<file path="src/design/bootPkg.sv">
package bootPkg;

	// --------------------------------------------------
	// Vector types.
	// --------------------------------------------------

	// RAM word address, bit 15 picks the half.
	typedef logic [15:0] memAddr_t;

	typedef logic [15:0] memData_t;    // RAM word, also the SPI shift word.
	typedef logic [14:0] sectOffset_t; // Offset within one section.
	typedef logic [3:0]  bitCount_t;   // Bit position in a word or command.
	typedef logic [15:0] flashAddr_t;  // Byte address on the storage chip.

	// --------------------------------------------------
	// Loader FSM.
	// --------------------------------------------------

	// Listed in boot order. The loader steps through them by incrementing,
	// so the order here is the boot sequence itself.
	typedef enum logic [2:0] {
		sStart,    // Load the read command.
		sReadCmd,  // Send 8-bit command.
		sReadAddr, // Send 16-bit start address.
		sTextMeta, // Read text length word.
		sTextData, // Copy text words.
		sDataMeta, // Read data length word.
		sDataData, // Copy data words.
		sDone      // Idle until reset.
	} bootState_t;

	// --------------------------------------------------
	// Storage chip.
	// --------------------------------------------------

	localparam logic [7:0] c_spiReadCmd = 8'h03; // Plain read.

endpackage

</file>
<file path="src/design/memArbiter.sv">
module memArbiter import bootPkg::*; (
	input  logic     i_clk,
	input  logic     i_reset,

	// Loader. Never stalled.
	input  logic     i_bootWrEn,
	input  memAddr_t i_bootAddr,
	input  memData_t i_bootWData,

	// Host requests.
	input  logic     i_hostValid,
	input  logic     i_hostWrite,
	input  memAddr_t i_hostAddr,
	input  memData_t i_hostWData,
	output logic     o_hostGrant,
	output logic     o_hostRdValid,
	output memData_t o_hostRdData,

	// RAM port.
	output logic     o_ramEn,
	output logic     o_ramWe,
	output memAddr_t o_ramAddr,
	output memData_t o_ramWData,
	input  memData_t i_ramRData
);

	logic hostRdPending; // Host read issued last cycle.

	// --------------------------------------------------
	// Fixed priority select.
	// --------------------------------------------------

	// Loader first. Host gets any cycle without a loader write.
	assign o_hostGrant = i_hostValid && !i_bootWrEn;

	always_comb begin
		if (i_bootWrEn) begin
			o_ramEn    = 1'b1;
			o_ramWe    = 1'b1;
			o_ramAddr  = i_bootAddr;
			o_ramWData = i_bootWData;
		end else begin
			o_ramEn    = i_hostValid;
			o_ramWe    = i_hostValid && i_hostWrite;
			o_ramAddr  = i_hostAddr;
			o_ramWData = i_hostWData;
		end
	end

	// --------------------------------------------------
	// Read return.
	// --------------------------------------------------

	always_ff @(posedge i_clk) begin
		if (i_reset) begin
			hostRdPending <= 1'b0;
		end else begin
			hostRdPending <= o_hostGrant && !i_hostWrite;
		end
	end

	assign o_hostRdValid = hostRdPending;
	assign o_hostRdData  = i_ramRData; // RAM has one cycle latency.

endmodule

</file>
<file path="config.mk">
export PLATFORM = sky130hd
export DESIGN_NAME = memArbiter
export DESIGN_NICKNAME = d
export VERILOG_FILES = /design/src/design/bootPkg.sv /design/src/design/memArbiter.sv
export SDC_FILE = /design/constraint.sdc
export NUM_CORES = 1
export LEC_CHECK = 0
export ABC_CLOCK_PERIOD_IN_PS = 800
export BUFFER_PORTS_ARGS = -buffer_cell sky130_fd_sc_hd__clkbuf_2
export CORE_MARGIN = 2
export CORE_UTILIZATION = 26
export CTS_CLUSTER_SIZE = 12
export DETAILED_ROUTE_END_ITERATION = 6
export HOLD_SLACK_MARGIN = 0.15
export PLACE_DENSITY_LB_ADDON = 0.15
export REMOVE_ABC_BUFFERS = 1
export SYNTH_ARGS = -nofsm -noshare
export SYNTH_HDL_FRONTEND = slang
export SYNTH_SLANG_ARGS = --single-unit
</file>
<file path="constraint.sdc">
create_clock -name i_clk -period 0.8 [get_ports i_clk]
set_input_delay 0.08 -clock i_clk [delete_from_list [all_inputs] [get_ports i_clk]]
set_output_delay 0.08 -clock i_clk [all_outputs]
set_load 0.05 [all_outputs]
</file>
# Word-level counts from Yosys, hierarchy flattened
# Index checks and enable logic that the tools add are counted.
[totals]
input_bits = 85
out_inout_bits = 52
elab_cells = 10
register_bits = 1
[classes]
n_reduce_logical = 5
n_mux = 4
[ops]
columns = ["operator", "n"]
rows = [
  ["$mux 16", 2],
  ["$logic_and 1x1->1", 3],
  ["$logic_not 1->1", 2],
  ["$mux 1", 2],
]

# Longest topological paths before layout
[logic_depth]
ltp_word = 3
depth_mapped = 3
mapped_depth_nobuf = 1

# Least setup slack after synthesis
# No wires, ideal clock.
[synth_timing]
kind = "input -> output"
startpoint = "input port i_bootWrEn"
endpoint = "output port o_hostGrant"
n_path_buf = 2
t_arrival_ns = 1.053
required_time_ns = 0.720
path_stages = 3
path_slack_ns = -0.333
path_cell_list = "buf_6 > buf_12 > nor2b_1"
[synth_via]
elab_chain_len = 2
[synth_lines]
columns = ["element", "line", "rtl"]
rows = [
  ["start: declaration", "memArbiter.sv:6", "input logic i_bootWrEn,"],
  ["$logic_not 1->1", "memArbiter.sv:34", "assign o_hostGrant = i_hostValid && !i_bootWrEn;"],
  ["$logic_and 1x1->1", "memArbiter.sv:34", ""],
  ["end: declaration", "memArbiter.sv:15", "output logic o_hostGrant,"],
]
# No other way between the ends.

# Worst setup path in the final report
[layout_timing]
startpoint = "input port i_bootWrEn"
endpoint = "output port o_ramAddr[11]"
[layout_via]
elab_chain_len = 1
[layout_lines]
columns = ["element", "line", "rtl"]
rows = [
  ["$mux 16", "memArbiter.sv:37", "if (i_bootWrEn) begin"],
  ["end: declaration", "memArbiter.sv:22", "output memAddr_t o_ramAddr,"],
]
# No other way between the ends.

==> results.toml <==
[status]
status = "finished, violations left"
violations = "negative setup slack"

[global_routing]
grt-ovfl-total = 0
grt_use_total_pct = 15.7
grt_pass1_wl_um = 4010
antenna_found_initial = 0
grt_max_degree = 9
grt_pass1_vias = 909

[layout]
final_cell_area_um2 = 1600
fillers = 215
area_growth_pct = 125
final_cell_mix = "68 x clkbuf_2, 31 x buf_8, 29 x mux2_4"
stdcell_count = 178
diodes = 0
fin_nets = 235
drive_gt1_share_pct = 98.0
postLayoutCoreUtil_pct = 63.0
final_common_cell = "clkbuf_2"
largest_reg_flops = 1

[timing]
timing.hold.ws_ps = 160
slew_violations = 0
setup_ws_ps = -135
fmax_mhz = 1070
rsz0062_at_grt = "yes"
setup_violations = 28
finalHoldViolations = 0
period_minus_slack_ps = 935
post-route-period-util_pct = 117
max-slew-margin-rel_pct = 81.8
tightest_slew_ps = 274
fin_tns_setup_ps = -3050

[worst_setup_path]
required_ps = 720
worstPathMaxFanout = 8
cp_data_arrival_time_ps = 860
cp-end-kind = "output pin"
critical_path.startpoint_type = "primary input"
path_class = "in2out"
critPathLaunch = "i_bootWrEn"

[placed_design]
place.gp.congestion = 0.709
post-place-ws_ps = -359
dp.cells = 174
dp_hpwl_um = 2050
place.port_buffers = 104
placed_area_um2 = 1130

[detailed_routing]
met3_wirelength_um = 442
firstDrtPassIters = 2
ant_nets = 0
num_vias = 802
wl_um = 2610
top_layer = "met3"
wl_met2_um = 1460
drtIter0Drc = 14
wl_per_cell_um = 14.6
drc_errors = 0
vias_per_cell = 4.51
drt-met1-wl_um = 700

[logic_synthesis]
yosysTopAreaCellShare_pct = 54.7
synthCells = 57
synth_cell_types = 10
yosysSeqAreaShare_pct = 2.81
synth_seq_cells = 1
synth_area_leaders = "mux2_4 55%, buf_4 17%, mux2_2 9.5%"
ys_warn_count = 0
syn_area_um2 = 713
synth_top_cell_by_area = "mux2_4"
syn_area_per_cell_um2 = 12.5

[min_path]
hold_start = "i_ramRData[1]"
hold_class = "in2out"

[floorplanning]
die_width_um = 56.4
die_area_um2 = 3180
core_region_area_um2 = 2540
ios = 137
rows = 18
start_util_pct = 28.0
die_h_um = 56.4

[job]
cap_violations = 0

[pwr]
fin_total_pwr_mw = 1.53
leakage_nw = 0.902
vdd_drop_max_mv = 0.688
power.density_nw_per_um2 = 957
path summary, 6_finish.rpt:
path	cells past startpoint	to	slack (ps)
worst min-delay path	0	o_hostRdData[1]	160
worst max-delay path	4	o_ramAddr[11]	-140
critical path: stages:
cell and delay [ps]:
clkbuf_16 150, buf_12 150, mux2_4 300, clkbuf_16 170
power breakdown:
part | leakage (nW) | total (mW) | internal, mW | switching [mW]
Sequential | 0.00814 | 0.0526 | 0.0522 | 0.000331
Combinational | 0.894 | 1.48 | 0.743 | 0.737
Clock | 0 | 0 | 0 | 0
synthesized netlist by cell type:
| library cell | number |
|---|---|
| buf_12 | 3 |
| mux2_4 | 26 |
| buf_6 | 1 |
| nor4b_4 | 1 |
| mux2_2 | 6 |
| nor2b_1 | 1 |
| dfxtp_1 | 1 |
| or2_2 | 1 |
| buf_4 | 16 |
| a21o_1 | 1 |
area by class of cell:
| type | instances | area (um^2) | area share [%] |
|---|---|---|---|
| well taps | 30 | 37.5 | 2.34 |
| flip-flops and latches | 1 | 20.0 | 1.25 |
| multi-input cells | 36 | 515 | 32.2 |
| repair buffers | 111 | 1030 | 64.2 |
metal layers:
| layer | vias to the layer above | GRT usage [%] |
|---|---|---|
| met1 | 355 | 13.8 |
| met3 | 0 | 9.91 |
| met2 | 78 | 31.4 |
| met4 | 0 | 0 |
| met5 | - | 0 |
| li1 | 369 | - |
kinds of logic (layout without fill, tap and decap cells):
kind of cell           count (synthesis)  count (layout)  share of synthesized area [%]
and+or+nand+nor                        3               3                           5.09
buffers and inverters                 20             111                           26.8
muxes                                 32              32                           64.2
DFF                                    1               1                           2.81
AOI/OAI and AO/OA                      1               1                           1.05
what timing repair did:
item	in CTS	in global routing
endpoints found under the hold margin	0	0
pin swaps	2	0
hold buffers	0	0
buffers inserted	1	0
setup endpoints to repair	36	35
cloned	3	0
gates resized for setup	77	36
No activity file was read; power rests on OpenSTA's default activity.
