<file path="src/design/bootPkg.sv">
package bootPkg;

	// --------------------------------------------------
	// Vector types.
	// --------------------------------------------------

	// RAM word address, bit 15 picks the half.
	typedef logic [15:0] memAddr_t;

	typedef logic [15:0] memData_t;    // RAM word, also the SPI shift word.
	typedef logic [14:0] sectOffset_t; // Offset within one section.
	typedef logic [3:0]  bitCount_t;   // Bit position in a word or command.
	typedef logic [15:0] flashAddr_t;  // Byte address on the storage chip.

	// --------------------------------------------------
	// Loader FSM.
	// --------------------------------------------------

	// Listed in boot order. The loader steps through them by incrementing,
	// so the order here is the boot sequence itself.
	typedef enum logic [2:0] {
		sStart,    // Load the read command.
		sReadCmd,  // Send 8-bit command.
		sReadAddr, // Send 16-bit start address.
		sTextMeta, // Read text length word.
		sTextData, // Copy text words.
		sDataMeta, // Read data length word.
		sDataData, // Copy data words.
		sDone      // Idle until reset.
	} bootState_t;

	// --------------------------------------------------
	// Storage chip.
	// --------------------------------------------------

	localparam logic [7:0] c_spiReadCmd = 8'h03; // Plain read.

endpackage

</file>
<file path="src/design/bootImage.sv">
module bootImage import bootPkg::*; #(
	parameter flashAddr_t p_imageBase = '0 // Image start on the storage chip.
) (
	// Common.
	input  logic      i_clk,
	input  logic      i_reset,

	// Storage chip.
	input  logic      i_spiMiso,
	output logic      o_spiMosi,
	output logic      o_spiEn,

	// Runtime RAM write port.
	output memAddr_t  o_memAddr,
	output memData_t  o_memWrData,
	output logic      o_memWrEn,

	// Boot status.
	output logic      o_booted
);

	// --------------------------------------------------
	// Internal signals.
	// --------------------------------------------------

	bootState_t  state;
	logic        advance;     // Move to the next state.

	bitCount_t   bitCnt;      // Bits sent or received in this state.
	logic        wordEnd;     // 16th bit of a word.

	memData_t    shiftReg;
	memData_t    shiftNext;

	sectOffset_t metaLen;     // Section length minus one.
	sectOffset_t offset;      // Next write offset.
	logic        lastWord;

	logic        memWrEn;
	logic        metaState;
	logic        dataState;
	logic        sectionBit;

	// --------------------------------------------------
	// State decode.
	// --------------------------------------------------

	assign wordEnd   = (bitCnt == 4'd15);
	assign metaState = (state == sTextMeta) || (state == sDataMeta);
	assign dataState = (state == sTextData) || (state == sDataData);
	assign lastWord  = (offset == metaLen);

	// Upper half once the data section starts. The last text write lands
	// in sDataMeta and the last data write in sDone, so both follow.
	assign sectionBit = (state == sDataData) || (state == sDone);

	always_comb begin
		unique case (state)
			sStart:    advance = 1'b1;                // Straight on.
			sReadCmd:  advance = (bitCnt == 4'd7);    // 8 command bits.
			sReadAddr: advance = wordEnd;             // 16 address bits.
			sTextMeta: advance = wordEnd;
			sTextData: advance = wordEnd && lastWord; // Whole section copied.
			sDataMeta: advance = wordEnd;
			sDataData: advance = wordEnd && lastWord;
			default:   advance = 1'b0;                // sDone holds.
		endcase
	end

	always_ff @(posedge i_clk) begin
		if (i_reset) begin
			state <= sStart;
		end else if (advance) begin
			state <= bootState_t'(state + 3'd1);
		end
	end

	// Bit counter restarts with every state.
	always_ff @(posedge i_clk) begin
		if (i_reset || advance) begin
			bitCnt <= '0;
		end else begin
			bitCnt <= bitCnt + 4'd1;
		end
	end

	// --------------------------------------------------
	// SPI shift register.
	// --------------------------------------------------

	assign shiftNext = {shiftReg[14:0], i_spiMiso}; // MSB first.

	always_ff @(posedge i_clk) begin
		if (state == sStart) begin
			shiftReg <= {c_spiReadCmd, 8'h00}; // Command in the top byte.
		end else begin
			shiftReg <= shiftNext;
		end
	end

	// Length field of the metadata word.
	always_ff @(posedge i_clk) begin
		if (metaState && wordEnd) begin
			metaLen <= shiftNext[14:0]; // Top bit unused.
		end
	end

	// --------------------------------------------------
	// RAM writes.
	// --------------------------------------------------

	// Pulse the cycle after a data word completes.
	always_ff @(posedge i_clk) begin
		if (i_reset) begin
			memWrEn <= 1'b0;
		end else begin
			memWrEn <= dataState && wordEnd;
		end
	end

	// Clear wins. A write pulse in the first metadata cycle still
	// sees the old offset.
	always_ff @(posedge i_clk) begin
		if (i_reset || metaState) begin
			offset <= '0;
		end else if (memWrEn) begin
			offset <= offset + 15'd1;
		end
	end

	// --------------------------------------------------
	// Outputs.
	// --------------------------------------------------

	always_comb begin
		case (state)
			sReadCmd:  o_spiMosi = shiftReg[15];
			sReadAddr: o_spiMosi = p_imageBase[4'd15 - bitCnt]; // MSB first.
			default:   o_spiMosi = 1'b0;
		endcase
	end

	assign o_spiEn     = (state != sStart) && (state != sDone);
	assign o_memAddr   = {sectionBit, offset};
	assign o_memWrData = shiftReg; // Full word during the pulse.
	assign o_memWrEn   = memWrEn;

	// Wait out the final write.
	assign o_booted = (state == sDone) && !memWrEn;

endmodule

</file>
<file path="config.mk">
export PLATFORM = sky130hd
export DESIGN_NAME = bootImage
export DESIGN_NICKNAME = d
export VERILOG_FILES = /design/src/design/bootPkg.sv /design/src/design/bootImage.sv
export SDC_FILE = /design/constraint.sdc
export NUM_CORES = 1
export LEC_CHECK = 0
export CORE_MARGIN = 8
export CORE_UTILIZATION = 35
export CTS_CLUSTER_DIAMETER = 150
export CTS_CLUSTER_SIZE = 16
export DETAILED_ROUTE_END_ITERATION = 6
export DONT_BUFFER_PORTS = 1
export PLACE_DENSITY = 0.47
export RECOVER_POWER = 25
export SETUP_SLACK_MARGIN = 0.2
export SYNTH_ARGS = -nofsm -noshare
export SYNTH_HDL_FRONTEND = slang
export SYNTH_SLANG_ARGS = --single-unit
export TNS_END_PERCENT = 1
</file>
<file path="constraint.sdc">
create_clock -name i_clk -period 2.8 [get_ports i_clk]
set_input_delay 0.14 -clock i_clk [delete_from_list [all_inputs] [get_ports i_clk]]
set_output_delay 0.14 -clock i_clk [all_outputs]
set_load 0.01 [all_outputs]
</file>
; ---- Word level (Yosys, flattened, before mapping)
; Memory sizes are Yosys's and may differ from the RTL's.
; Cells that the tools add are included.
[classes]
reduce_logical = 15
n_addsub = 4
order_cmp = 1
mux = 3
eq_ne = 11
[op_table]
columns = operator, n
row1 = 15-bit by 1-bit adder with 15-bit output (second input constant), 1
row2 = 15-bit equality test, 1
row3 = 3-bit equality test (second input constant), 4
row4 = 3-bit by 2-bit equality test with 1-bit output (second input constant), 2
row5 = 1-bit logical AND, 5
row6 = 1-bit logical OR, 5
row7 = 4-bit by 5-bit < comparator with 1-bit output (second input constant), 1
row8 = 4-bit by 1-bit adder with 4-bit output (second input constant), 1
row9 = 4-bit by 3-bit equality test with 1-bit output (second input constant), 1
row10 = 4-bit equality test (second input constant), 1
row11 = 1-bit one-hot mux with 4 select lines, 1
row12 = 4-bit subtractor (first input constant), 1
row13 = 3-bit by 1-bit adder with 3-bit output (second input constant), 1
row14 = 3-bit by 1-bit equality test with 1-bit output (second input constant), 1
row15 = 3-bit logical NOT, 1
row16 = 3-bit inequality test (second input constant), 1
row17 = 3-bit nonzero test, 1
row18 = 3-bit OR reduction, 1
row19 = 1-bit one-hot mux with 2 select lines, 1
row20 = 2-bit OR reduction, 1
row21 = 1-bit logical NOT, 1
row22 = 1-bit two-way mux, 1
[word_totals]
in_bits = 3
memories = 1
rom_bits = 16
regBits = 54
[mem_list]
columns = name, words, word_bits, read_ports, rd_ports_with_merged_regs, wr, line
row1 = (name not given), 16, 1, 1, 0, 0, bootImage.sv:138  ; sReadAddr: o_spiMosi = p_imageBase[4'd15 - bitCnt];

; ---- Depth between registers and ports, before layout
[depth]
depth_word = 4
depth_mapped = 7

; ---- Worst setup path after synthesis
; Ideal clock, no wire load.
[synth_timing]
kind = register to register
start = register state[0]
end = register state[0]
arrival_time_ns = 2.077
stages_incl_launch_ff = 8
setup_slack_ns = 0.589
n_path_buf = 0
period_less_slack_ns = 2.211
cell_sequence = dfxtp_1 -> inv_1 -> ha_1 -> o21ai_1 -> or4_4 -> or2_4 -> nor4b_4 -> or4_1
[synth_between]
elab_chain_len = 3
elab_cells_between_ends = 11
classes_between = 1 x add/sub / 6 x eq/ne / 1 x mux / 3 x reduce/logical
[synth_lines]
columns = item, line
row1 = from (decl), bootImage.sv:26  ; bootState_t state;
row2 = from (signal assigned), bootImage.sv:72  ; state <= sStart;
row3 = from (signal assigned), bootImage.sv:74  ; state <= bootState_t'(state + 3'd1);
row4 = 3-bit by 2-bit equality test with 1-bit output / 3-bit equality test (equally long branches), bootImage.sv:58  ; unique case (state)
row5 = 3-bit OR reduction (no source line) / 2-bit OR reduction (equally long branches), --
row6 = 1-bit one-hot mux with 4 select lines, bootImage.sv:58
; Several ways; a longest one is shown, not always the timed one.
; A chain may end at the register's enable or synchronous reset.

; ---- Worst setup path in the final report
; Same ends and word-level chain as after synthesis.

==> reports/results.md <==
- **DP HPWL** 3.63 mm
- **detailed router's first-iteration violation count** 85
- **Fin. Hold Viols** 0
- **total die area** 9340 µm²
- **relative slew slack** 60.2%
- **number of top-level pins** 39
- **global-route wire length before repair** 7.87 mm
- **width of the chip** 96.6 µm
- **post-synth net total** 218
- **number of max-cap violations** 0
- **Root Driver** clkbuf_8
- **kind of end point of the critical path** flop
- **Initial DRT Pass Iterations** 4
- **post-route worst hold slack** 0.103 ns
- **clock tree from TritonCTS** yes
- **setup repair after global routing missed its margin** false
- **Avg Cell Area, Syn** 10.9 µm²
- **Worst VDD drop** 382 µV
- **Fmax achieved** 0.419 GHz
- **clock network fraction of total power** 24.4%
- **final wirelength** 4.88 mm
- **Max Fanout on Critical Path** 5
- **Final setup viols** 0
- **switching fraction of total power** 32.4%
- **Fillers** 634
- **type of the most critical hold path** input pin to flop
- **top flip-flop cell by instance count after synthesis** dfxtp_1
- **htree depth** 2
- **clock buffer count from CTS** 5
- **post-CTS setup repair buffer count** 0
- **top area cells in the synthesized netlist** dfxtp_1, edfxtp_1, xnor2_1
- **outcome** finished, final reports clean
- **Final Power** 1.76 mW
- **portion of total power attributed to sequential cells** 57.3%
- **# port buffers** 0
- **synthesis warning total** 0
- **Mapped Area** 2280 µm²
- **floorplan die height** 96.6 µm
- **Synth area leader** dfxtp_1
- **cell count after placement** 283
- **slew of the pin with the lowest slew margin** 0.598 ns
- **Comb pwr share** 18.3%
- **final worst path period need** 2.39 ns
- **global placer's final weighted congestion** 0.843
- **final number of max-transition violations** 0
- **row count** 29
- **flop and latch count out of synthesis** 54
- **clock-pin slew of the registers on the worst-case setup and hold paths** 0.09 ns
- **antenna diode instance count** 0
- **clock insertion delay at the later pin of the skew report** 0.30 ns
- **vias post-DR** 1497
- **vias in the first global route** 1498
- **data required time at the worst endpoint** 2.98 ns
- **initial standard-cell utilization of the core** 36.0%
- **total routing resource utilization after global routing** 10.2%
- **portion of synthesized cell area occupied by the leading cell type** 34.3%
- **Std-Cell Core Area** 6310 µm²
- **number of enable-type register cells in the synthesized netlist** 15
- **pin count of the biggest net entering global routing** 18
- **# clock sinks** 54
- **reported net switching power** 0.568 mW
- **portion of the clock cycle consumed by the worst path in the final layout** 85.3%
- **setup_tns** 0 ns
- **number of design rule violations left after detail routing** 0
- **Cell variety after synth** 36
- **arrival time worst endpoint** 2.57 ns
- **sequential element share of the synthesized area** 54.1%
- **post-route non-filler standard cell count** 293
- **antenna violations before repair** 0
- **worst-case clock skew** 0.00816 ns
- **cell leakage power** 0.847 nW
- **ratio of cells with drive above 1 in the final layout** 8.33%
- **internal power consumption** 1.19 mW
- **crit path kind** flop to flop
- **Layout area overhead** 8.74%
- **startpoint type of the worst setup path** flop
- **buffer depth of the longest clock path** 2
- **PD cells** 709 nW/µm²
- **final antenna-violating net count** 0
- **post-detailed-route wirelength per cell** 16.7 µm
- **fraction of registers with async set or reset after synthesis** 0%
- **vias per cell** 5.11
- **Cells after Synth** 208
- **Overflow after GRT** 0
- **number of nets in the final layout** 225
## layer usage
layer | vias up | share of wire [%] | track usage [%]
met5 | - | 0 | 0
met4 | 0 | 1.4 | 3.79
met3 | 7 | 7.5 | 3.63
met2 | 48 | 44 | 14.5
met1 | 703 | 47 | 13.5
li1 | 739 | - | -
## power groups by stage
stage / logic, mW / clock network [mW] / registers (mW)
3_5_place_dp: 0.321 / 0 / 1.03
3_3_place_gp: 0.310 / 0 / 1.02
5_1_grt: 0.372 / 0.477 / 1.02
6_report: 0.322 / 0.428 / 1.01
2_1_floorplan: 0.276 / 0 / 0.986
4_1_cts: 0.327 / 0.448 / 1.01
## synthesized netlist by cell type, types with 2 or more instances
| cell | n |
|---|---|
| a211oi_1 | 2 |
| a21oi_1 | 6 |
| and2_1 | 15 |
| buf_6 | 2 |
| clkbuf_1 | 4 |
| dfxtp_1 | 39 |
| edfxtp_1 | 15 |
| ha_1 | 7 |
| inv_1 | 3 |
| mux2i_1 | 4 |
| nand2_1 | 9 |
| nand2b_1 | 8 |
| nand3_1 | 4 |
| nand4_1 | 9 |
| nor2_1 | 15 |
| nor2b_1 | 2 |
| nor3_1 | 9 |
| nor4_1 | 3 |
| nor4b_1 | 2 |
| o21ai_0 | 4 |
| o221ai_1 | 2 |
| or3_1 | 5 |
| xnor2_1 | 18 |
| xor2_1 | 9 |
## final timing paths
path,start,end,slack (ns),cells past startpoint
max reg2reg,state[0],state[0],0.41,7
min,i_reset,state[2],0.10,2
max,state[0],state[0],0.41,7
min reg2reg,bitCnt[0],bitCnt[0],0.47,1
## registers in the layout (all words and copies together) (netlist names)
signal and flops:
bitCnt 4, metaLen 15, o_memWrData 16, o_memWrEn 1
offset 15, state 3
## cells by family after synthesis
| logic type | after synthesis | share of synthesized area (%) |
|---|---|---|
| AND/OR/NAND/NOR | 88 | 22.5 |
| flip-flops | 54 | 54.1 |
| XOR/XNOR | 27 | 10.4 |
| AO/OA/AOI/OAI | 18 | 4.89 |
| buffers and inverters | 10 | 2.47 |
| adder cells (fa/ha/maj) | 7 | 3.85 |
| multiplexers | 4 | 1.76 |
## final cells by class
| class | count | area (µm²) | area share, % |
|---|---|---|---|
| sequential | 54 | 1230 | 49.7 |
| multi-input combinational | 144 | 988 | 39.9 |
| tap | 77 | 96.3 | 3.89 |
| clock buffer | 5 | 68.8 | 2.78 |
| timing repair buffer | 7 | 57.6 | 2.33 |
| clock inverter | 3 | 21.3 | 0.859 |
| inverter | 3 | 11.3 | 0.455 |
## cell usage in the layout (no fill, tap or decap)
cell type,netlist,final
dfxtp_1,39,39
xnor2_1,18,18
nor2_1,15,15
and2_1,15,15
edfxtp_1,15,15
nand2_1,9,9
xor2_1,9,9
nand4_1,9,9
nor3_1,9,9
nand2b_1,8,8
ha_1,7,7
a21oi_1,6,6
or3_1,5,5
clkbuf_8,0,5
buf_4,1,5
mux2i_1,4,4
nand3_1,4,4
o21ai_0,4,4
inv_1,3,3
nor4_1,3,3
nor2b_1,2,2
nor4b_1,2,2
a211oi_1,2,2
o221ai_1,2,2
clkinv_4,0,2
dlygate4sd3_1,0,2
nand3_2,1,1
a21o_1,1,1
o21ai_1,1,1
or4_4,1,1
or2_4,1,1
and2b_2,1,1
nor3b_1,1,1
o31ai_1,1,1
a21o_2,1,1
nor4b_4,1,1
or4_1,1,1
clkinv_1,0,1
## critical path: stages, from the launching register on
cell,delay (ns)
dfxtp_1,0.36
inv_1,0.17
ha_1,0.24
o21ai_1,0.10
or4_4,0.54
or2_4,0.27
nor4b_4,0.13
or4_1,0.46
## through the flow
stage | util (%) | setup slack, ns | instance area, µm²
after floorplan | - | 0.589 | 2280
after global placement | 37.5 | 0.494 | 2360
after detailed placement | 37.5 | 0.436 | 2360
after CTS | 39.2 | 0.414 | 2470
after global routing | 39.2 | 0.350 | 2470
final | 39.2 | 0.411 | 2470
## timing repair
action                    CTS  global route
gates resized for setup     0             0
hold endpoints to repair    7             0
hold buffers                2             0
(Power assumes the default switching activity.)
