File: config.mk
export PLATFORM = sky130hd
export DESIGN_NAME = apbMemPort
export DESIGN_NICKNAME = d
export VERILOG_FILES = /design/src/design/bootPkg.sv /design/src/design/apbMemPort.sv
export SDC_FILE = /design/constraint.sdc
export NUM_CORES = 1
export LEC_CHECK = 0
export BUFFER_PORTS_ARGS = -buffer_cell sky130_fd_sc_hd__buf_2
export CORE_AREA = 2 2 49 51
export CTS_BUF_LIST = sky130_fd_sc_hd__clkbuf_4 sky130_fd_sc_hd__clkbuf_8 sky130_fd_sc_hd__clkbuf_16
export DETAILED_ROUTE_END_ITERATION = 10
export DIE_AREA = 0 0 51 53
export PLACE_DENSITY = 0.89
export SYNTH_ARGS = -nofsm -noshare
export SYNTH_HDL_FRONTEND = slang
export SYNTH_SLANG_ARGS = --single-unit
export TNS_END_PERCENT = 5
File: constraint.sdc
create_clock -name i_clk -period 1.3 [get_ports i_clk]
set_clock_uncertainty 0.05 [all_clocks]
set_input_delay 0.26 -clock i_clk [delete_from_list [all_inputs] [get_ports i_clk]]
set_output_delay 0.26 -clock i_clk [all_outputs]
set_load 0.05 [all_outputs]
File: src/design/bootPkg.sv
package bootPkg;

	// --------------------------------------------------
	// Vector types.
	// --------------------------------------------------

	// RAM word address, bit 15 picks the half.
	typedef logic [15:0] memAddr_t;

	typedef logic [15:0] memData_t;    // RAM word, also the SPI shift word.
	typedef logic [14:0] sectOffset_t; // Offset within one section.
	typedef logic [3:0]  bitCount_t;   // Bit position in a word or command.
	typedef logic [15:0] flashAddr_t;  // Byte address on the storage chip.

	// --------------------------------------------------
	// Loader FSM.
	// --------------------------------------------------

	// Listed in boot order. The loader steps through them by incrementing,
	// so the order here is the boot sequence itself.
	typedef enum logic [2:0] {
		sStart,    // Load the read command.
		sReadCmd,  // Send 8-bit command.
		sReadAddr, // Send 16-bit start address.
		sTextMeta, // Read text length word.
		sTextData, // Copy text words.
		sDataMeta, // Read data length word.
		sDataData, // Copy data words.
		sDone      // Idle until reset.
	} bootState_t;

	// --------------------------------------------------
	// Storage chip.
	// --------------------------------------------------

	localparam logic [7:0] c_spiReadCmd = 8'h03; // Plain read.

endpackage

File: src/design/apbMemPort.sv
module apbMemPort import bootPkg::*; (
	input  logic     i_clk,
	input  logic     i_reset,
	input  logic     i_booted,  // Writes allowed once high.

	// APB slave.
	input  logic     i_pSel,
	input  logic     i_pEnable,
	input  logic     i_pWrite,
	input  memAddr_t i_pAddr,
	input  memData_t i_pWData,
	output memData_t o_pRData,
	output logic     o_pReady,
	output logic     o_pSlvErr,

	// Request to the arbiter.
	output logic     o_reqValid,
	output logic     o_reqWrite,
	output memAddr_t o_reqAddr,
	output memData_t o_reqWData,
	input  logic     i_reqGrant,
	input  logic     i_rdValid,
	input  memData_t i_rdData
);

	typedef enum logic [1:0] {
		sIdle,    // Wait for a setup phase.
		sRequest, // Request held until granted.
		sWaitRd,  // Read granted, data next cycle.
		sRespond  // Refused write.
	} apbState_t;

	apbState_t state;
	apbState_t stateNext;

	// --------------------------------------------------
	// Transfer FSM.
	// --------------------------------------------------

	always_comb begin
		stateNext = state;
		case (state)
			sIdle: begin
				if (i_pSel && !i_pEnable) begin // Setup phase.
					// Image still loading? Refuse the write.
					stateNext = (i_pWrite && !i_booted) ? sRespond : sRequest;
				end
			end
			sRequest: begin
				if (i_reqGrant) begin
					stateNext = i_pWrite ? sIdle : sWaitRd;
				end
			end
			sWaitRd: begin
				if (i_rdValid) begin
					stateNext = sIdle;
				end
			end
			default: stateNext = sIdle; // sRespond lasts one cycle.
		endcase
	end

	always_ff @(posedge i_clk) begin
		if (i_reset) begin
			state <= sIdle;
		end else begin
			state <= stateNext;
		end
	end

	// --------------------------------------------------
	// Outputs.
	// --------------------------------------------------

	// APB keeps address and data stable for the whole transfer.
	assign o_reqValid = (state == sRequest);
	assign o_reqWrite = i_pWrite;
	assign o_reqAddr  = i_pAddr;
	assign o_reqWData = i_pWData;

	// Writes finish on the grant, reads when the data comes back.
	assign o_pReady = (state == sRespond)
		|| ((state == sRequest) && i_pWrite && i_reqGrant)
		|| ((state == sWaitRd) && i_rdValid);
	assign o_pSlvErr = (state == sRespond);
	assign o_pRData  = i_rdData;

endmodule

; ---- Word level (Yosys, flattened, before mapping)
; Index checks and enable logic that the tools add are counted.
[classes]
n_reduce_logical = 11
muxes = 6
eq_ne = 6
[op_table]
columns = operator, n
row1 = $mux W2, 5
row2 = $pmux W2 S3, 1
row3 = $logic_and A1 B1 Y1, 5
row4 = $eq A2 B2 Y1 const B, 2
row5 = $ne A2 B2 Y1 const B, 2
row6 = $reduce_and A3 Y1, 1
row7 = $eq A2 B1 Y1 const B, 1
row8 = $logic_not A1 Y1, 2
row9 = $logic_not A2 Y1, 1
row10 = $logic_or A1 B1 Y1, 2
row11 = $ne A2 B1 Y1 const B, 1
[totals]
inputBits = 56
register_bits = 2
out_inout_bits = 52
word_cells = 24

; ---- Longest topological paths before layout
; Gate-level depths: netlist of the first run.
[logic_depth]
depth_word = 5
ltp_mapped = 3
depth_no_buf = 3

; ---- Worst setup path before layout of the first run
; No wires, ideal clock.
[synth_path]
kind = reg-to-output
from = register state[1]
to = output port o_pReady
slack_ps = -152
path_stages_with_launch = 3
path_buffers = 0
arrival_ps = 1142
cell_sequence = dfxtp_1 > a21oi_1 > nor2_1
[synth_via]
elab_chain_cells = 5
[synth_lines]
columns = element, line_no
row1 = from (decl), apbMemPort.sv:33  ; apbState_t state;
row2 = from (signal assigned), apbMemPort.sv:65  ; state <= sIdle;
row3 = from (signal assigned), apbMemPort.sv:67  ; state <= stateNext;
row4 = $eq A2 B1 Y1, apbMemPort.sv:83  ; || ((state == sRequest) && i_pWrite && i_reqGrant)
row5 = $logic_and A1 B1 Y1 (2 in series), apbMemPort.sv:83
row6 = $logic_or A1 B1 Y1, apbMemPort.sv:83
row7 = $logic_or A1 B1 Y1 *, apbMemPort.sv:84  ; || ((state == sWaitRd) && i_rdValid);
row8 = to (decl), apbMemPort.sv:13  ; output logic o_pReady,
; Mark *: on every way between the ends. The rest lies on a longest branch, timed or not.

; ---- Final worst setup path of the first run
[layout_path]
from = register state[1]
to = output port o_pSlvErr
[layout_via]
elab_chain_cells = 1
[layout_lines]
columns = element, line_no
row1 = $eq A2 B2 Y1, apbMemPort.sv:85  ; assign o_pSlvErr = (state == sRespond);
row2 = to (decl), apbMemPort.sv:14  ; output logic o_pSlvErr,
; Every way passes these cells.

==> impl_metrics.toml, run 1 <==
[power_and_ir_drop]
switching_share_pct = 27.95
power.switching_w = 0.00007379
power.internal_w = 0.0001902
p_clk_share_pct = 51.7
p_leak_nw = 0.1154
ir_drop_v = 0.0004086
p_comb_share_pct = 22.0
powerDensity_mw_per_mm2 = 946.1
seq_power_share_pct = 26.3

[clocking]
cts_max_level = 1
worstSkewPairLatency_ns = 0.22
tritoncts = "done"
cts_made_buffers = 3
postCtsHoldBufs = 0
cts.sinks = 2
root_buffer = "clkbuf_4"
clock_path_buffers = 2
postCtsSetupBuffers = 0
path_clk_slew_ns = 0.03
postCtsResizedCells = 6

[setup_path]
crit_start = "state[1]"
startpoint_type = "flop"
path_cells = "and2_2 > buf_4"
max_stage_delay_ns = 0.36
endpoint_kind = "output pin"
r2r-start = "state[0]"
cp.arrival_ns = 0.96
required_ns = 0.99
critPathMaxFanout = 7
endpoint = "o_pSlvErr"
reg2regPathDepth = 3
rrSetupSlack_ns = 0.31
crit_slowest_cell = "dfxtp_4"
worstSetupPathType = "flop to output pin"
worstReg2RegEnd = "state[1]"

[routing]
drt-total-wl_um = 696
via_per_inst = 3.932
drtPass1Iterations = 2
drc = 0
num_vias = 232
post_drt_wl_per_cell_um = 11.80
ant_nets = 0
dr.first_iter.drc_count = 3

[layout]
layout-drive-gt1-share_pct = 64.52
mostFrequentLayoutCells = "8 x buf_2, 4 x a21oi_1, 3 x clkbuf_4"
top_register = "state"
nets = 89
reg_top3 = "state (2)"
num_antenna_cells = 0
largest_reg_flops = 2
final_cell_count_no_fill = 59
layout_commonest_cell = "buf_2"
syn2layout_area_growth_pct = -44.66
postLayoutCellArea_sq_um = 279.0

[global_routing]
grt-ovfl-total = 0
antenna_found_initial = 0
grt_pass1_wl_um = 924
grt_pass1_vias = 222
track_usage_pct = 4.788
grt_max_degree = 8

[timing]
slew_viol_final = 0
tightest_slew_ns = 0.2530
fin_hold_ws_ns = 0.1568
finalWorstSetupSlack_ns = 0.02766
timing.setup.tns_ns = 0
slew_headroom_pct = 83.25
hold_viol = 0
max_freq_mhz = 786.0
setup-violations-final = 0
rsz0062_at_grt = "no"
period_share_pct = 97.87
period_minus_slack_ns = 1.272

[floorplanning]
start_util_pct = 23.47
ioPinCount = 108
num_rows = 17
core_sq_mm = 0.002148
dieWidth_um = 51
die-height_um = 53
dieArea_sq_mm = 0.002703

[run]
cap_violations = 0

[logic_synthesis]
synth-xor-area-share_pct = 0
synth_cell_type_count = 12
muxShareOfSynthArea_pct = 0
seq_area_frac_synth_pct = 7.940
synth_compound_area_share_pct = 5.211
synthesis.instances = 66
ys_warn_count = 0
synth_nets = 122
ys_seq_elements = 2
synth.avg_cell_area_sq_um = 7.640
yosys.area_share.adder_pct = 0
syn_area_sq_um = 504.2
synth_top_family_by_area = "buffers and inverters"
synth-simple-area-share_pct = 12.41

[place]
dp_slack_ns = 0.09444
place_area_sq_um = 229.0
numPlacedInstances = 56
io_buffers = 11
gp_congestion = 0.6223
dp_hpwl_um = 494.9

[status]
outcome = "finished clean"

[min_path]
hp-start = "i_reset"
worst_hold_path_type = "input pin to flop"
## cells by family (layout without fill, tap and decap cells)
kind of cell | after synthesis | count (layout)
buffers and inverters | 51 | 16
AO/OA/AOI/OAI | 5 | 5
AND/OR/NAND/NOR | 8 | 8
flip-flops | 2 | 2
## critical path, delay by kind of cell, from the launching register on
kind,cells,cell delay (ns)
buf+inv,1,0.18
flops,1,0.36
simple gates,1,0.20
## per-layer routing
layer | track usage (%) | part of all wire (%)
met4 | 7.658 | 6.8
met3 | 4.802 | 24
met5 | 0 | 0
met1 | 2.876 | 28
met2 | 6.277 | 41
## per-stage QoR
stage | total power, W | util (%)
after floorplan | 0.0005028 | -
final | 0.0002640 | 12.99
after global placement | 0.0001232 | 10.66
after CTS | 0.0002723 | 12.35
after global routing | 0.0002816 | 12.99
after detailed placement | 0.0001232 | 10.66
## synthesized netlist by cell type
master	count	share of area [%]
inv_1	2	1.5
nor3b_1	2	3.0
a31oi_1	1	1.2
nand3b_1	1	1.5
and2_2	1	1.5
a21oi_1	4	4.0
nor4b_2	1	3.0
dfxtp_1	2	7.9
nor2b_2	1	1.7
buf_4	49	73
nor2_1	1	0.74
nor3_1	1	0.99
## final cells by class
cell class / count / area (sq um)
Clock buffer: 3 / 22.52
Fill cell: 243 / 1869
Inverter: 2 / 7.507
Multi-Input combinational cell: 13 / 96.34
Sequential cell: 2 / 47.55
Tap cell: 28 / 35.03
Timing Repair Buffer: 11 / 70.07
## power groups by stage
stage | Sequential [W] | Combinational (W) | Clock, W
5_1_grt | 0.0000696 | 0.0000611 | 0.000151
4_1_cts | 0.0000709 | 0.0000557 | 0.000146
2_1_floorplan | 0.0000698 | 0.000433 | 0
3_5_place_dp | 0.0000711 | 0.0000520 | 0
6_report | 0.0000693 | 0.0000580 | 0.000137
3_3_place_gp | 0.0000707 | 0.0000525 | 0
## worst min path at each step
stage                     endpoint  cells past startpoint
after floorplan           state[1]                      1
after global placement    state[0]                      2
after detailed placement  state[1]                      2
after CTS                 state[1]                      2
after global routing      state[1]                      2
final                     state[1]                      2
No activity file was read; power rests on OpenSTA's default activity.
==> inputs of run 2 (changes only) <==
--- a/config.mk
+++ b/config.mk
@@ -6,6 +6,7 @@
 export NUM_CORES = 1
 export LEC_CHECK = 0
 export BUFFER_PORTS_ARGS = -buffer_cell sky130_fd_sc_hd__buf_2
+export CAP_MARGIN = 30
 export CORE_AREA = 2 2 49 51
 export CTS_BUF_LIST = sky130_fd_sc_hd__clkbuf_4 sky130_fd_sc_hd__clkbuf_8 sky130_fd_sc_hd__clkbuf_16
 export DETAILED_ROUTE_END_ITERATION = 10
==> constraint.sdc (replaced) <==
create_clock -name i_clk -period 1.3 [get_ports i_clk]
set_clock_uncertainty 0.05 [all_clocks]
set_input_delay 0.26 -clock i_clk [delete_from_list [all_inputs] [get_ports i_clk]]
set_output_delay 0.26 -clock i_clk [all_outputs]
set_load 0.02 [all_outputs]
==> run 2 against run 1 <==
Effect of this change: maximum frequency is 3.5% higher; clock power is 4% lower; sequential cell count stayed put; clock-buffer cell count stayed put; non-clock buffer count stayed put; power is 8.3% lower; worst hold slack better by 0.0020 ns; register-to-register slack better by 0.03 ns; worst setup slack better by 0.043 ns; first-iteration DRC count is 100% lower; sequential share of layout area is 0.44 points higher; wire length is 3.9% lower; critical path type unchanged; critical endpoint is now o_reqValid; largest power group unchanged.
==> impl_metrics.toml, run 2 (same netlist as run 1, synthesis figures left out) <==
[place]
numPlacedInstances = 56
dp_slack_ns = 0.2018
gp_congestion = 0.6654
io_buffers = 11
dp_hpwl_um = 521

[clocking]
cts_max_level = 1
tritoncts = "done"
root_buffer = "clkbuf_4"
cts.sinks = 2
path_clk_slew_ns = 0.03
postCtsHoldBufs = 0
clock_path_buffers = 2
worstSkewPairLatency_ns = 0.22
postCtsSetupBuffers = 0
postCtsResizedCells = 2
cts_made_buffers = 3

[setup_path]
crit_start = "state[0]"
critPathMaxFanout = 7
cp.arrival_ns = 0.92
cp_num_buf_inv = 1
required_ns = 0.99
path_delay_family = "flip-flops"
crit_slowest_cell = "dfxtp_2"
path_cells = "nor2b_2 > buf_2"
worstSetupPathType = "flop to output pin"
max_stage_delay_ns = 0.37
endpoint_kind = "output pin"
r2r-start = "state[0]"
startpoint_type = "flop"

[timing]
hold_viol = 0
setup-violations-final = 0
max_freq_mhz = 813.6
period_share_pct = 94.54
period_minus_slack_ns = 1.229
rsz0062_at_grt = "no"
timing.setup.tns_ns = 0
slew_viol_final = 0
slew_headroom_pct = 87.74
tightest_slew_ns = 0.1835
finalWorstSetupSlack_ns = 0.07095

[global_routing]
grt_pass1_vias = 248
grt-ovfl-total = 0
antenna_found_initial = 0
grt_pass1_wl_um = 1014
track_usage_pct = 4.907
grt_max_degree = 8

[layout]
largest_reg_flops = 2
reg_top3 = "state (2)"
finish.utilization_pct = 12.00
final_cell_count_no_fill = 59
layout-drive-gt1-share_pct = 64.52
syn2layout_area_growth_pct = -48.88
top_register = "state"
mostFrequentLayoutCells = "11 x buf_2, 3 x a21oi_1, 3 x clkbuf_4, 2 x inv_1, 2 x nor3b_1"
layout_commonest_cell = "buf_2"
num_antenna_cells = 0
nets = 89

[run]
cap_violations = 0

[floorplanning]
num_rows = 17
core_sq_mm = 0.002148
dieWidth_um = 51
start_util_pct = 23.47
die-height_um = 53
dieArea_sq_mm = 0.002703
ioPinCount = 108

[min_path]
worst_hold_path_type = "input pin to flop"
hp-start = "i_reset"

[power_and_ir_drop]
p_leak_nw = 0.1131
power_w = 0.0002421
ir_drop_v = 0.0005285
powerDensity_mw_per_mm2 = 939.3

[routing]
via_per_inst = 3.763
drc = 0
drt-total-wl_um = 669
ant_nets = 0
num_vias = 222
drtPass1Iterations = 1
dr.first_iter.drc_count = 0
post_drt_wl_per_cell_um = 11.34

[status]
outcome = "finished clean"
-- run 2: routing by layer --
layer,global-route usage [%],part of all wire (%)
met1,3.553,27
met2,5.844,39
met3,3.672,22
met4,9.459,12
met5,0,0
-- run 2: where the power goes --
part	internal, W	total [W]	switching, W
combinational	0.0000208	0.0000413	0.0000206
clock	0.000101	0.000131	0.0000299
sequential	0.0000642	0.0000694	0.00000528
total	0.000186	0.000242	0.0000557
-- run 2: final timing paths --
kind	endpoint	slack (ns)	depth (start not counted)
worst min-delay path	state[1]	0.16	2
worst max register to register	state[1]	0.34	3
worst max-delay path	o_reqValid	0.07	2
worst min register to register	state[0]	0.42	1
-- run 2: through the flow --
stage	instance area, sq um	hold WS [ns]
3_5_place_dp	226.5	0.3919
4_1_cts	251.5	0.1588
2_1_floorplan	504.2	0.2791
6_report	257.7	0.1588
5_1_grt	257.7	0.1637
3_3_place_gp	226.5	0.3888
-- run 2: cell type report --
class / instances / area [sq um]
sequential: 2 / 45.04
timing repair buffer: 11 / 55.05
clock buffer: 3 / 22.52
tap: 28 / 35.03
multi-input combinational: 13 / 92.59
fill: 248 / 1891
inverter: 2 / 7.507
